==> src/rtl/fastmul_settings.svh <==
/*
 * Width and latency settings of the iterative multiplier.
 * Included by the package, the RTL stages and the testbench.
 */
`ifndef FASTMUL_SETTINGS_SVH
`define FASTMUL_SETTINGS_SVH

// Operand and result width
`define FM_WORD_W 32
// Half-word processed per step
`define FM_HALF_W 16
// Intermediate register and MAC width
`define FM_ACC_W 34

// Cycles from first enable to valid
`define FM_MUL_CYCLES 3
`define FM_MULH_CYCLES 4

`endif

==> src/rtl/fastmul_pkg.sv <==
/*
 * Shared types of the iterative multiplier: data words, operator
 * encoding and the step code that the sequencer hands to the stages.
 */
`include "fastmul_settings.svh"

package fastmul_pkg;

  // Operand or result word
  typedef logic [`FM_WORD_W-1:0] fm_word_t;

  // Intermediate value, also the width of the MAC result
  typedef logic [`FM_ACC_W-1:0] fm_acc_t;

  // Bit 0 marks operand a as signed, bit 1 operand b
  typedef logic [1:0] fm_sign_mode_t;

  // MUL returns the low product word, MULH the high word
  typedef enum logic {
    FM_OP_MUL,
    FM_OP_MULH
  } fm_op_e;

  // Current partial product, with the operator folded in
  // LO variants pack the low word, HI variants keep the full sum
  typedef enum logic [2:0] {
    STEP_ALBL,
    STEP_ALBH_LO,
    STEP_ALBH_HI,
    // Last step of MUL
    STEP_AHBL_LO,
    STEP_AHBL_HI,
    // Last step of MULH
    STEP_AHBH
  } fm_step_e;

endpackage

==> src/rtl/fastmul_top.sv <==
/*
 * Iterative 32-bit multiplier for the RV32M MUL and MULH family.
 * Hold en_i and the operands until valid_o is seen with ready_i high.
 */
module fastmul_top
  import fastmul_pkg::*;
(
  input  logic          clk_i,
  input  logic          rst_ni,
  input  logic          en_i,
  input  logic          ready_i,
  input  fm_op_e        op_i,
  input  fm_sign_mode_t sign_mode_i,
  input  fm_word_t      op_a_i,
  input  fm_word_t      op_b_i,
  output fm_word_t      result_o,
  output logic          valid_o
);

  fm_step_e step;
  logic     advance;
  fm_acc_t  addend;
  fm_acc_t  mac_res;

  // Step control and back-pressure
  mult_sequencer u_sequencer (
    .clk_i    (clk_i),
    .rst_ni   (rst_ni),
    .en_i     (en_i),
    .op_i     (op_i),
    .ready_i  (ready_i),
    .step_o   (step),
    .advance_o(advance),
    .valid_o  (valid_o)
  );

  mult_mac u_mac (
    .step_i     (step),
    .sign_mode_i(sign_mode_i),
    .op_a_i     (op_a_i),
    .op_b_i     (op_b_i),
    .addend_i   (addend),
    .mac_res_o  (mac_res)
  );

  // Intermediate register closes the loop around the MAC
  mult_accum u_accum (
    .clk_i      (clk_i),
    .rst_ni     (rst_ni),
    .step_i     (step),
    .advance_i  (advance),
    .sign_mode_i(sign_mode_i),
    .mac_res_i  (mac_res),
    .addend_o   (addend),
    .result_o   (result_o)
  );

endmodule

==> src/rtl/mult_accum.sv <==
/*
 * Accumulate stage of the iterative multiplier. Holds the intermediate
 * value, feeds the MAC its addend for each step and assembles the next
 * intermediate value, whose low word is the result.
 */
`include "fastmul_settings.svh"

module mult_accum
  import fastmul_pkg::*;
(
  input  logic          clk_i,
  input  logic          rst_ni,
  input  fm_step_e      step_i,
  input  logic          advance_i,
  input  fm_sign_mode_t sign_mode_i,
  input  fm_acc_t       mac_res_i,
  output fm_acc_t       addend_o,
  output fm_word_t      result_o
);

  fm_acc_t acc_q;
  fm_acc_t acc_d;
  logic    signed_mult;
  logic    lo_step;

  assign signed_mult = |sign_mode_i;

  // Addend per step and whether the low word is being packed
  always_comb begin
    addend_o = '0;
    lo_step  = 1'b0;

    case (step_i)
      STEP_ALBL: begin
        addend_o = '0;
      end
      STEP_ALBH_LO, STEP_AHBL_LO: begin
        // Carry the upper half of the running low word
        addend_o = {{(`FM_ACC_W - `FM_HALF_W){1'b0}}, acc_q[`FM_WORD_W-1:`FM_HALF_W]};
        lo_step  = 1'b1;
      end
      STEP_ALBH_HI: begin
        // AL*BL is unsigned without carry, so zero extension is exact
        addend_o = {{(`FM_ACC_W - `FM_HALF_W){1'b0}}, acc_q[`FM_WORD_W-1:`FM_HALF_W]};
      end
      STEP_AHBL_HI: begin
        addend_o = acc_q;
      end
      STEP_AHBH: begin
        // Sum of cross terms is only negative when a signed mode is set
        addend_o = {{`FM_HALF_W{signed_mult & acc_q[`FM_ACC_W-1]}},
                    acc_q[`FM_ACC_W-1:`FM_HALF_W]};
      end
      default: begin
        addend_o = '0;
      end
    endcase
  end

  // LO steps stack the new half above the stored low half
  assign acc_d = lo_step ?
      {{(`FM_ACC_W - `FM_WORD_W){1'b0}}, mac_res_i[`FM_HALF_W-1:0], acc_q[`FM_HALF_W-1:0]} :
      mac_res_i;

  always_ff @(posedge clk_i or negedge rst_ni) begin
    if (!rst_ni) begin
      acc_q <= '0;
    end else if (advance_i) begin
      acc_q <= acc_d;
    end
  end

  assign result_o = acc_d[`FM_WORD_W-1:0];

endmodule

==> src/rtl/mult_mac.sv <==
/*
 * MAC stage of the iterative multiplier. Selects one half-word of each
 * operand for the current step and forms the 17x17 signed product plus
 * the addend from the accumulate stage. Purely combinational.
 */
`include "fastmul_settings.svh"

module mult_mac
  import fastmul_pkg::*;
(
  input  fm_step_e      step_i,
  input  fm_sign_mode_t sign_mode_i,
  input  fm_word_t      op_a_i,
  input  fm_word_t      op_b_i,
  input  fm_acc_t       addend_i,
  output fm_acc_t       mac_res_o
);

  logic                        sel_a_hi;
  logic                        sel_b_hi;
  logic [`FM_HALF_W-1:0]       half_a;
  logic [`FM_HALF_W-1:0]       half_b;
  logic                        sign_a;
  logic                        sign_b;
  logic signed [`FM_HALF_W:0]  mul_a;
  logic signed [`FM_HALF_W:0]  mul_b;
  logic signed [`FM_ACC_W-1:0] mac_sum;

  // Which half of each operand the step multiplies
  always_comb begin
    sel_a_hi = 1'b0;
    sel_b_hi = 1'b0;

    case (step_i)
      STEP_ALBL: begin
        sel_a_hi = 1'b0;
        sel_b_hi = 1'b0;
      end
      STEP_ALBH_LO, STEP_ALBH_HI: begin
        sel_a_hi = 1'b0;
        sel_b_hi = 1'b1;
      end
      STEP_AHBL_LO, STEP_AHBL_HI: begin
        sel_a_hi = 1'b1;
        sel_b_hi = 1'b0;
      end
      STEP_AHBH: begin
        sel_a_hi = 1'b1;
        sel_b_hi = 1'b1;
      end
      default: begin
        sel_a_hi = 1'b0;
        sel_b_hi = 1'b0;
      end
    endcase
  end

  assign half_a = sel_a_hi ? op_a_i[`FM_WORD_W-1:`FM_HALF_W] : op_a_i[`FM_HALF_W-1:0];
  assign half_b = sel_b_hi ? op_b_i[`FM_WORD_W-1:`FM_HALF_W] : op_b_i[`FM_HALF_W-1:0];

  // Low halves are always unsigned and a high half carries the operand sign
  assign sign_a = sel_a_hi & sign_mode_i[0] & op_a_i[`FM_WORD_W-1];
  assign sign_b = sel_b_hi & sign_mode_i[1] & op_b_i[`FM_WORD_W-1];

  assign mul_a = {sign_a, half_a};
  assign mul_b = {sign_b, half_b};

  // Both factors are 17 bit signed and the addend has equal upper bits,
  // so bit 34 of the full sum would only repeat bit 33
  assign mac_sum   = `FM_ACC_W'(mul_a) * `FM_ACC_W'(mul_b) + $signed(addend_i);
  assign mac_res_o = $unsigned(mac_sum);

endmodule

==> src/rtl/mult_sequencer.sv <==
/*
 * Step sequencer of the iterative multiplier. Walks the partial products
 * one per enabled cycle, flags the last step as valid and holds it until
 * the consumer is ready.
 */
module mult_sequencer
  import fastmul_pkg::*;
(
  input  logic     clk_i,
  input  logic     rst_ni,
  input  logic     en_i,
  input  fm_op_e   op_i,
  input  logic     ready_i,
  output fm_step_e step_o,
  output logic     advance_o,
  output logic     valid_o
);

  // Position in the product, independent of the operator
  typedef enum logic [1:0] {
    PH_ALBL,
    PH_ALBH,
    PH_AHBL,
    PH_AHBH
  } phase_e;

  phase_e phase_q;
  phase_e phase_d;
  logic   final_step;
  logic   hold;

  // Decode phase and operator into the step code and the next phase
  always_comb begin
    phase_d    = phase_q;
    step_o     = STEP_ALBL;
    final_step = 1'b0;

    case (phase_q)
      PH_ALBL: begin
        step_o  = STEP_ALBL;
        phase_d = PH_ALBH;
      end

      PH_ALBH: begin
        if (op_i == FM_OP_MUL) begin
          step_o = STEP_ALBH_LO;
        end else begin
          step_o = STEP_ALBH_HI;
        end
        phase_d = PH_AHBL;
      end

      PH_AHBL: begin
        if (op_i == FM_OP_MUL) begin
          // MUL is complete after the cross terms
          step_o     = STEP_AHBL_LO;
          final_step = 1'b1;
          phase_d    = PH_ALBL;
        end else begin
          step_o  = STEP_AHBL_HI;
          phase_d = PH_AHBH;
        end
      end

      PH_AHBH: begin
        step_o     = STEP_AHBH;
        final_step = 1'b1;
        phase_d    = PH_ALBL;
      end

      default: begin
        phase_d = PH_ALBL;
      end
    endcase
  end

  assign valid_o = en_i & final_step;

  // The last step stays put until the result is taken
  assign hold      = valid_o & ~ready_i;
  assign advance_o = en_i & ~hold;

  always_ff @(posedge clk_i or negedge rst_ni) begin
    if (!rst_ni) begin
      phase_q <= PH_ALBL;
    end else if (advance_o) begin
      phase_q <= phase_d;
    end
  end

endmodule
==> config.mk <==
export PLATFORM = sky130hd
export DESIGN_NAME = fastmul_top
export DESIGN_NICKNAME = d
export VERILOG_FILES = /design/src/rtl/fastmul_pkg.sv /design/src/rtl/fastmul_top.sv /design/src/rtl/mult_accum.sv /design/src/rtl/mult_mac.sv /design/src/rtl/mult_sequencer.sv
export VERILOG_INCLUDE_DIRS = /design/src /design/src/rtl
export SDC_FILE = /design/constraint.sdc
export NUM_CORES = 1
export LEC_CHECK = 0
export ABC_AREA = 1
export BUFFER_PORTS_ARGS = -buffer_cell sky130_fd_sc_hd__buf_2
export CORE_MARGIN = 5
export CORE_UTILIZATION = 65
export CTS_BUF_LIST = sky130_fd_sc_hd__clkbuf_4 sky130_fd_sc_hd__clkbuf_8
export DETAILED_ROUTE_END_ITERATION = 12
export PLACE_DENSITY = 0.85
export SETUP_SLACK_MARGIN = 0.3
export SKIP_LAST_GASP = 1
export SLEW_MARGIN = 30
export SYNTH_ARGS = -nofsm -noshare
export SYNTH_HDL_FRONTEND = slang
export SYNTH_SLANG_ARGS = --single-unit
==> constraint.sdc <==
create_clock -name clk_i -period 11.85 [get_ports clk_i]
set_input_delay 2.37 -clock clk_i [delete_from_list [all_inputs] [get_ports clk_i]]
set_output_delay 2.37 -clock clk_i [all_outputs]
set_load 0.01 [all_outputs]
==> results_dict.tcl <==
set metrics [dict create \
    cts_num_sinks 36 \
    synth_area_per_cell_um2 7.60 \
    crit_required_ns 9.48 \
    path_buf_inv 8 \
    period_minus_slack_ns 11.19 \
    fin_skew_ns 0.0144 \
    worst-r2r-cell-count 26 \
    ys_types 42 \
    fin_nets 2675 \
    synth_nets 2605 \
    setup_ws_ns 0.657 \
    cts_resized 0 \
    die_w_um 166 \
    critPathTopFamily "adder cells" \
    rsz0062_at_grt "false" \
    clock.fmax_mhz 89.3 \
    routedWlPerCell_um 18.9 \
    worstSetupPathType "in -> out" \
    min_path_type "reg -> reg" \
    gpl.final_weighted_congestion 1.04 \
    post_cts_buffers 0 \
    dpl.hpwl_um 41600 \
    core_area_um2 24200 \
    max-slew-margin-rel 0.469 \
    die_h_um 166 \
    root_buffer "clkbuf_8" \
    num_io_pins 104 \
    setup_viol 0 \
    synth_cells 2093 \
    final-seq-area_um2 901 \
    syn_area_um2 15900 \
    drtAntennaViolNets 0 \
    cpPeakStageDelay_ns 0.84 \
    status "finished, final reports clean" \
    slew_viol_final 0 \
    setup_tns_ns 0 \
    syn_to_final_growth_pct 5.56 \
    num_rows 57 \
    antenna_cells 0 \
    drt_wl_total_um 47100 \
    crit_slowest_cell "fa_1" \
    clkLatencyLatePin_ns 0.31 \
    critPathLaunchType "primary input" \
    grt_pass1_vias 14500 \
    place_ws_ns 0.721 \
    antenna_found_initial 0 \
    grt_overflow 0 \
    port_buffers 103 \
    path_max_fanout 10 \
    viasPerCell 5.54 \
    hold_viol 0 \
    fin_crit_sh 0.945 \
    grt_max_degree 42 \
    worstPathArrival_ns 8.82 \
    num_vias 13800 \
    die-area_um2 27700 \
    path_depth 25 \
    tritoncts "done" \
    synth_warnings 0 \
    grt_pass1_wl_um 76400 \
    ys_ff_latch 36 \
    n_fill_cell 2030 \
    multi_input_area_um2 12200 \
    place_area_um2 16600 \
    critPathCaptureType "output pin" \
    hold_depth 2 \
    tightest_slew_ns 0.791 \
    cts-hold-fix-buffers 0 \
    dr.pass1.iters 5 \
    drive_above_1_share 0.0961 \
    post-route-drc-count 0 \
    cts_buffer_depth 2 \
    grtUsageTotal 0.346 \
    synth-seq-area-share 0.0567 \
    cap_violations 0 \
    cts_buffers 5 \
    h-tree-depth 2 \
    drtIter0Drc 1276 \
    initial_core_util 0.658 \
    final_area_um2 16800 \
    cts.clk_slew.worst_paths_ns 0.08 \
    postLayoutCoreUtil 0.694 \
]
==> synth_stat cells (all sizes together) <==
master,number,share of area
a21boi,3,0.0014
a21oi,44,0.014
a22o,1,0.00055
a22oi,5,0.0024
a31oi,2,0.0027
a32o,1,0.00063
and2,9,0.0035
buf,72,0.030
clkbuf,8,0.0019
dfrtp,36,0.057
fa,339,0.43
ha,102,0.080
inv,609,0.14
nand2,479,0.12
nand3,56,0.019
nand3b,4,0.0019
nand4,12,0.0047
nor2,180,0.045
nor3,8,0.0031
o21a,1,0.00047
o21ai,92,0.032
o21bai,5,0.0024
o22ai,7,0.0028
o31ai,1,0.00047
or2,4,0.0016
xnor2,9,0.0050
xor2,4,0.0022
==> cells by family after synthesis <==
kind of cell    count (synthesis)  synth area share
xor+xnor                       13           0.00716
compound gates                162            0.0596
fa+ha+maj                     441             0.507
buf+inv                       689             0.175
flops                          36            0.0567
simple gates                  752             0.194
==> worst min-delay path: stages (launching register included) <==
cell and delay, ns:
dfrtp_1 0.36, nand2_1 0.06, nand2_1 0.06
==> final timing paths <==
| path | start | slack [ns] | end |
|---|---|---|---|
| setup / recovery | op_b_i[5] | 0.66 | result_o[29] |
| hold / removal | u_accum.acc_q[33]$_DFFE_PN0P_ | 0.50 | u_accum.acc_q[33]$_DFFE_PN0P_ |
| setup reg to reg | u_sequencer.phase_q[0]$_DFFE_PN0P_ | 4.38 | u_accum.acc_q[29]$_DFFE_PN0P_ |
| hold reg to reg | u_accum.acc_q[33]$_DFFE_PN0P_ | 0.50 | u_accum.acc_q[33]$_DFFE_PN0P_ |
| max in group asynchronous | rst_ni | 9.46 | u_accum.acc_q[21]$_DFFE_PN0P_ |
| min in group asynchronous | rst_ni | 2.03 | u_accum.acc_q[29]$_DFFE_PN0P_ |
==> metrics by stage <==
| stage | std cells | hold WS [ns] |
|---|---|---|
| after floorplan | 2093 | 0.449 |
| after global placement | 2480 | 0.466 |
| after detailed placement | 2480 | 0.472 |
| after CTS | 2488 | 0.496 |
| after global routing | 2488 | 0.528 |
| final | 2488 | 0.500 |
==> per-layer routing <==
| metal | part of all wire | global-route usage | up-vias |
|---|---|---|---|
| met5 | 0 | 0 | - |
| met4 | 0.043 | 0.120 | 0 |
| met3 | 0.092 | 0.0643 | 138 |
| met2 | 0.47 | 0.563 | 727 |
| met1 | 0.40 | 0.473 | 6797 |
| li1 | - | - | 6129 |
==> cell type report <==
class | instances | share of cell area
clock buffer | 5 | 0.00410
clock inverter | 3 | 0.00537
sequential | 36 | 0.0537
timing repair buffer | 143 | 0.0488
tap | 324 | 0.0242
multi-input combinational | 1368 | 0.727
inverter | 609 | 0.136
==> placed cells by master (no fill, tap or decap), types with 12 or more instances in the layout <==
master / Yosys / layout
fa_1: 339 / 339
o21ai_0: 58 / 56
nor2_1: 170 / 170
nand2_2: 12 / 12
nand4_1: 12 / 12
nand3_1: 53 / 53
buf_4: 36 / 41
o21ai_2: 12 / 12
a21oi_1: 43 / 43
inv_1: 599 / 599
ha_1: 102 / 102
nand2_1: 465 / 465
dfrtp_1: 36 / 36
buf_2: 33 / 102
o21ai_1: 22 / 24
==> registers in the layout, summed over array words and instances (netlist names) <==
| signal | count |
|---|---|
| u_sequencer.phase_q | 2 |
| u_accum.acc_q | 34 |
Power is not shown: default switching activity piles up to over one toggle a cycle in this logic, so the estimate is an artifact.
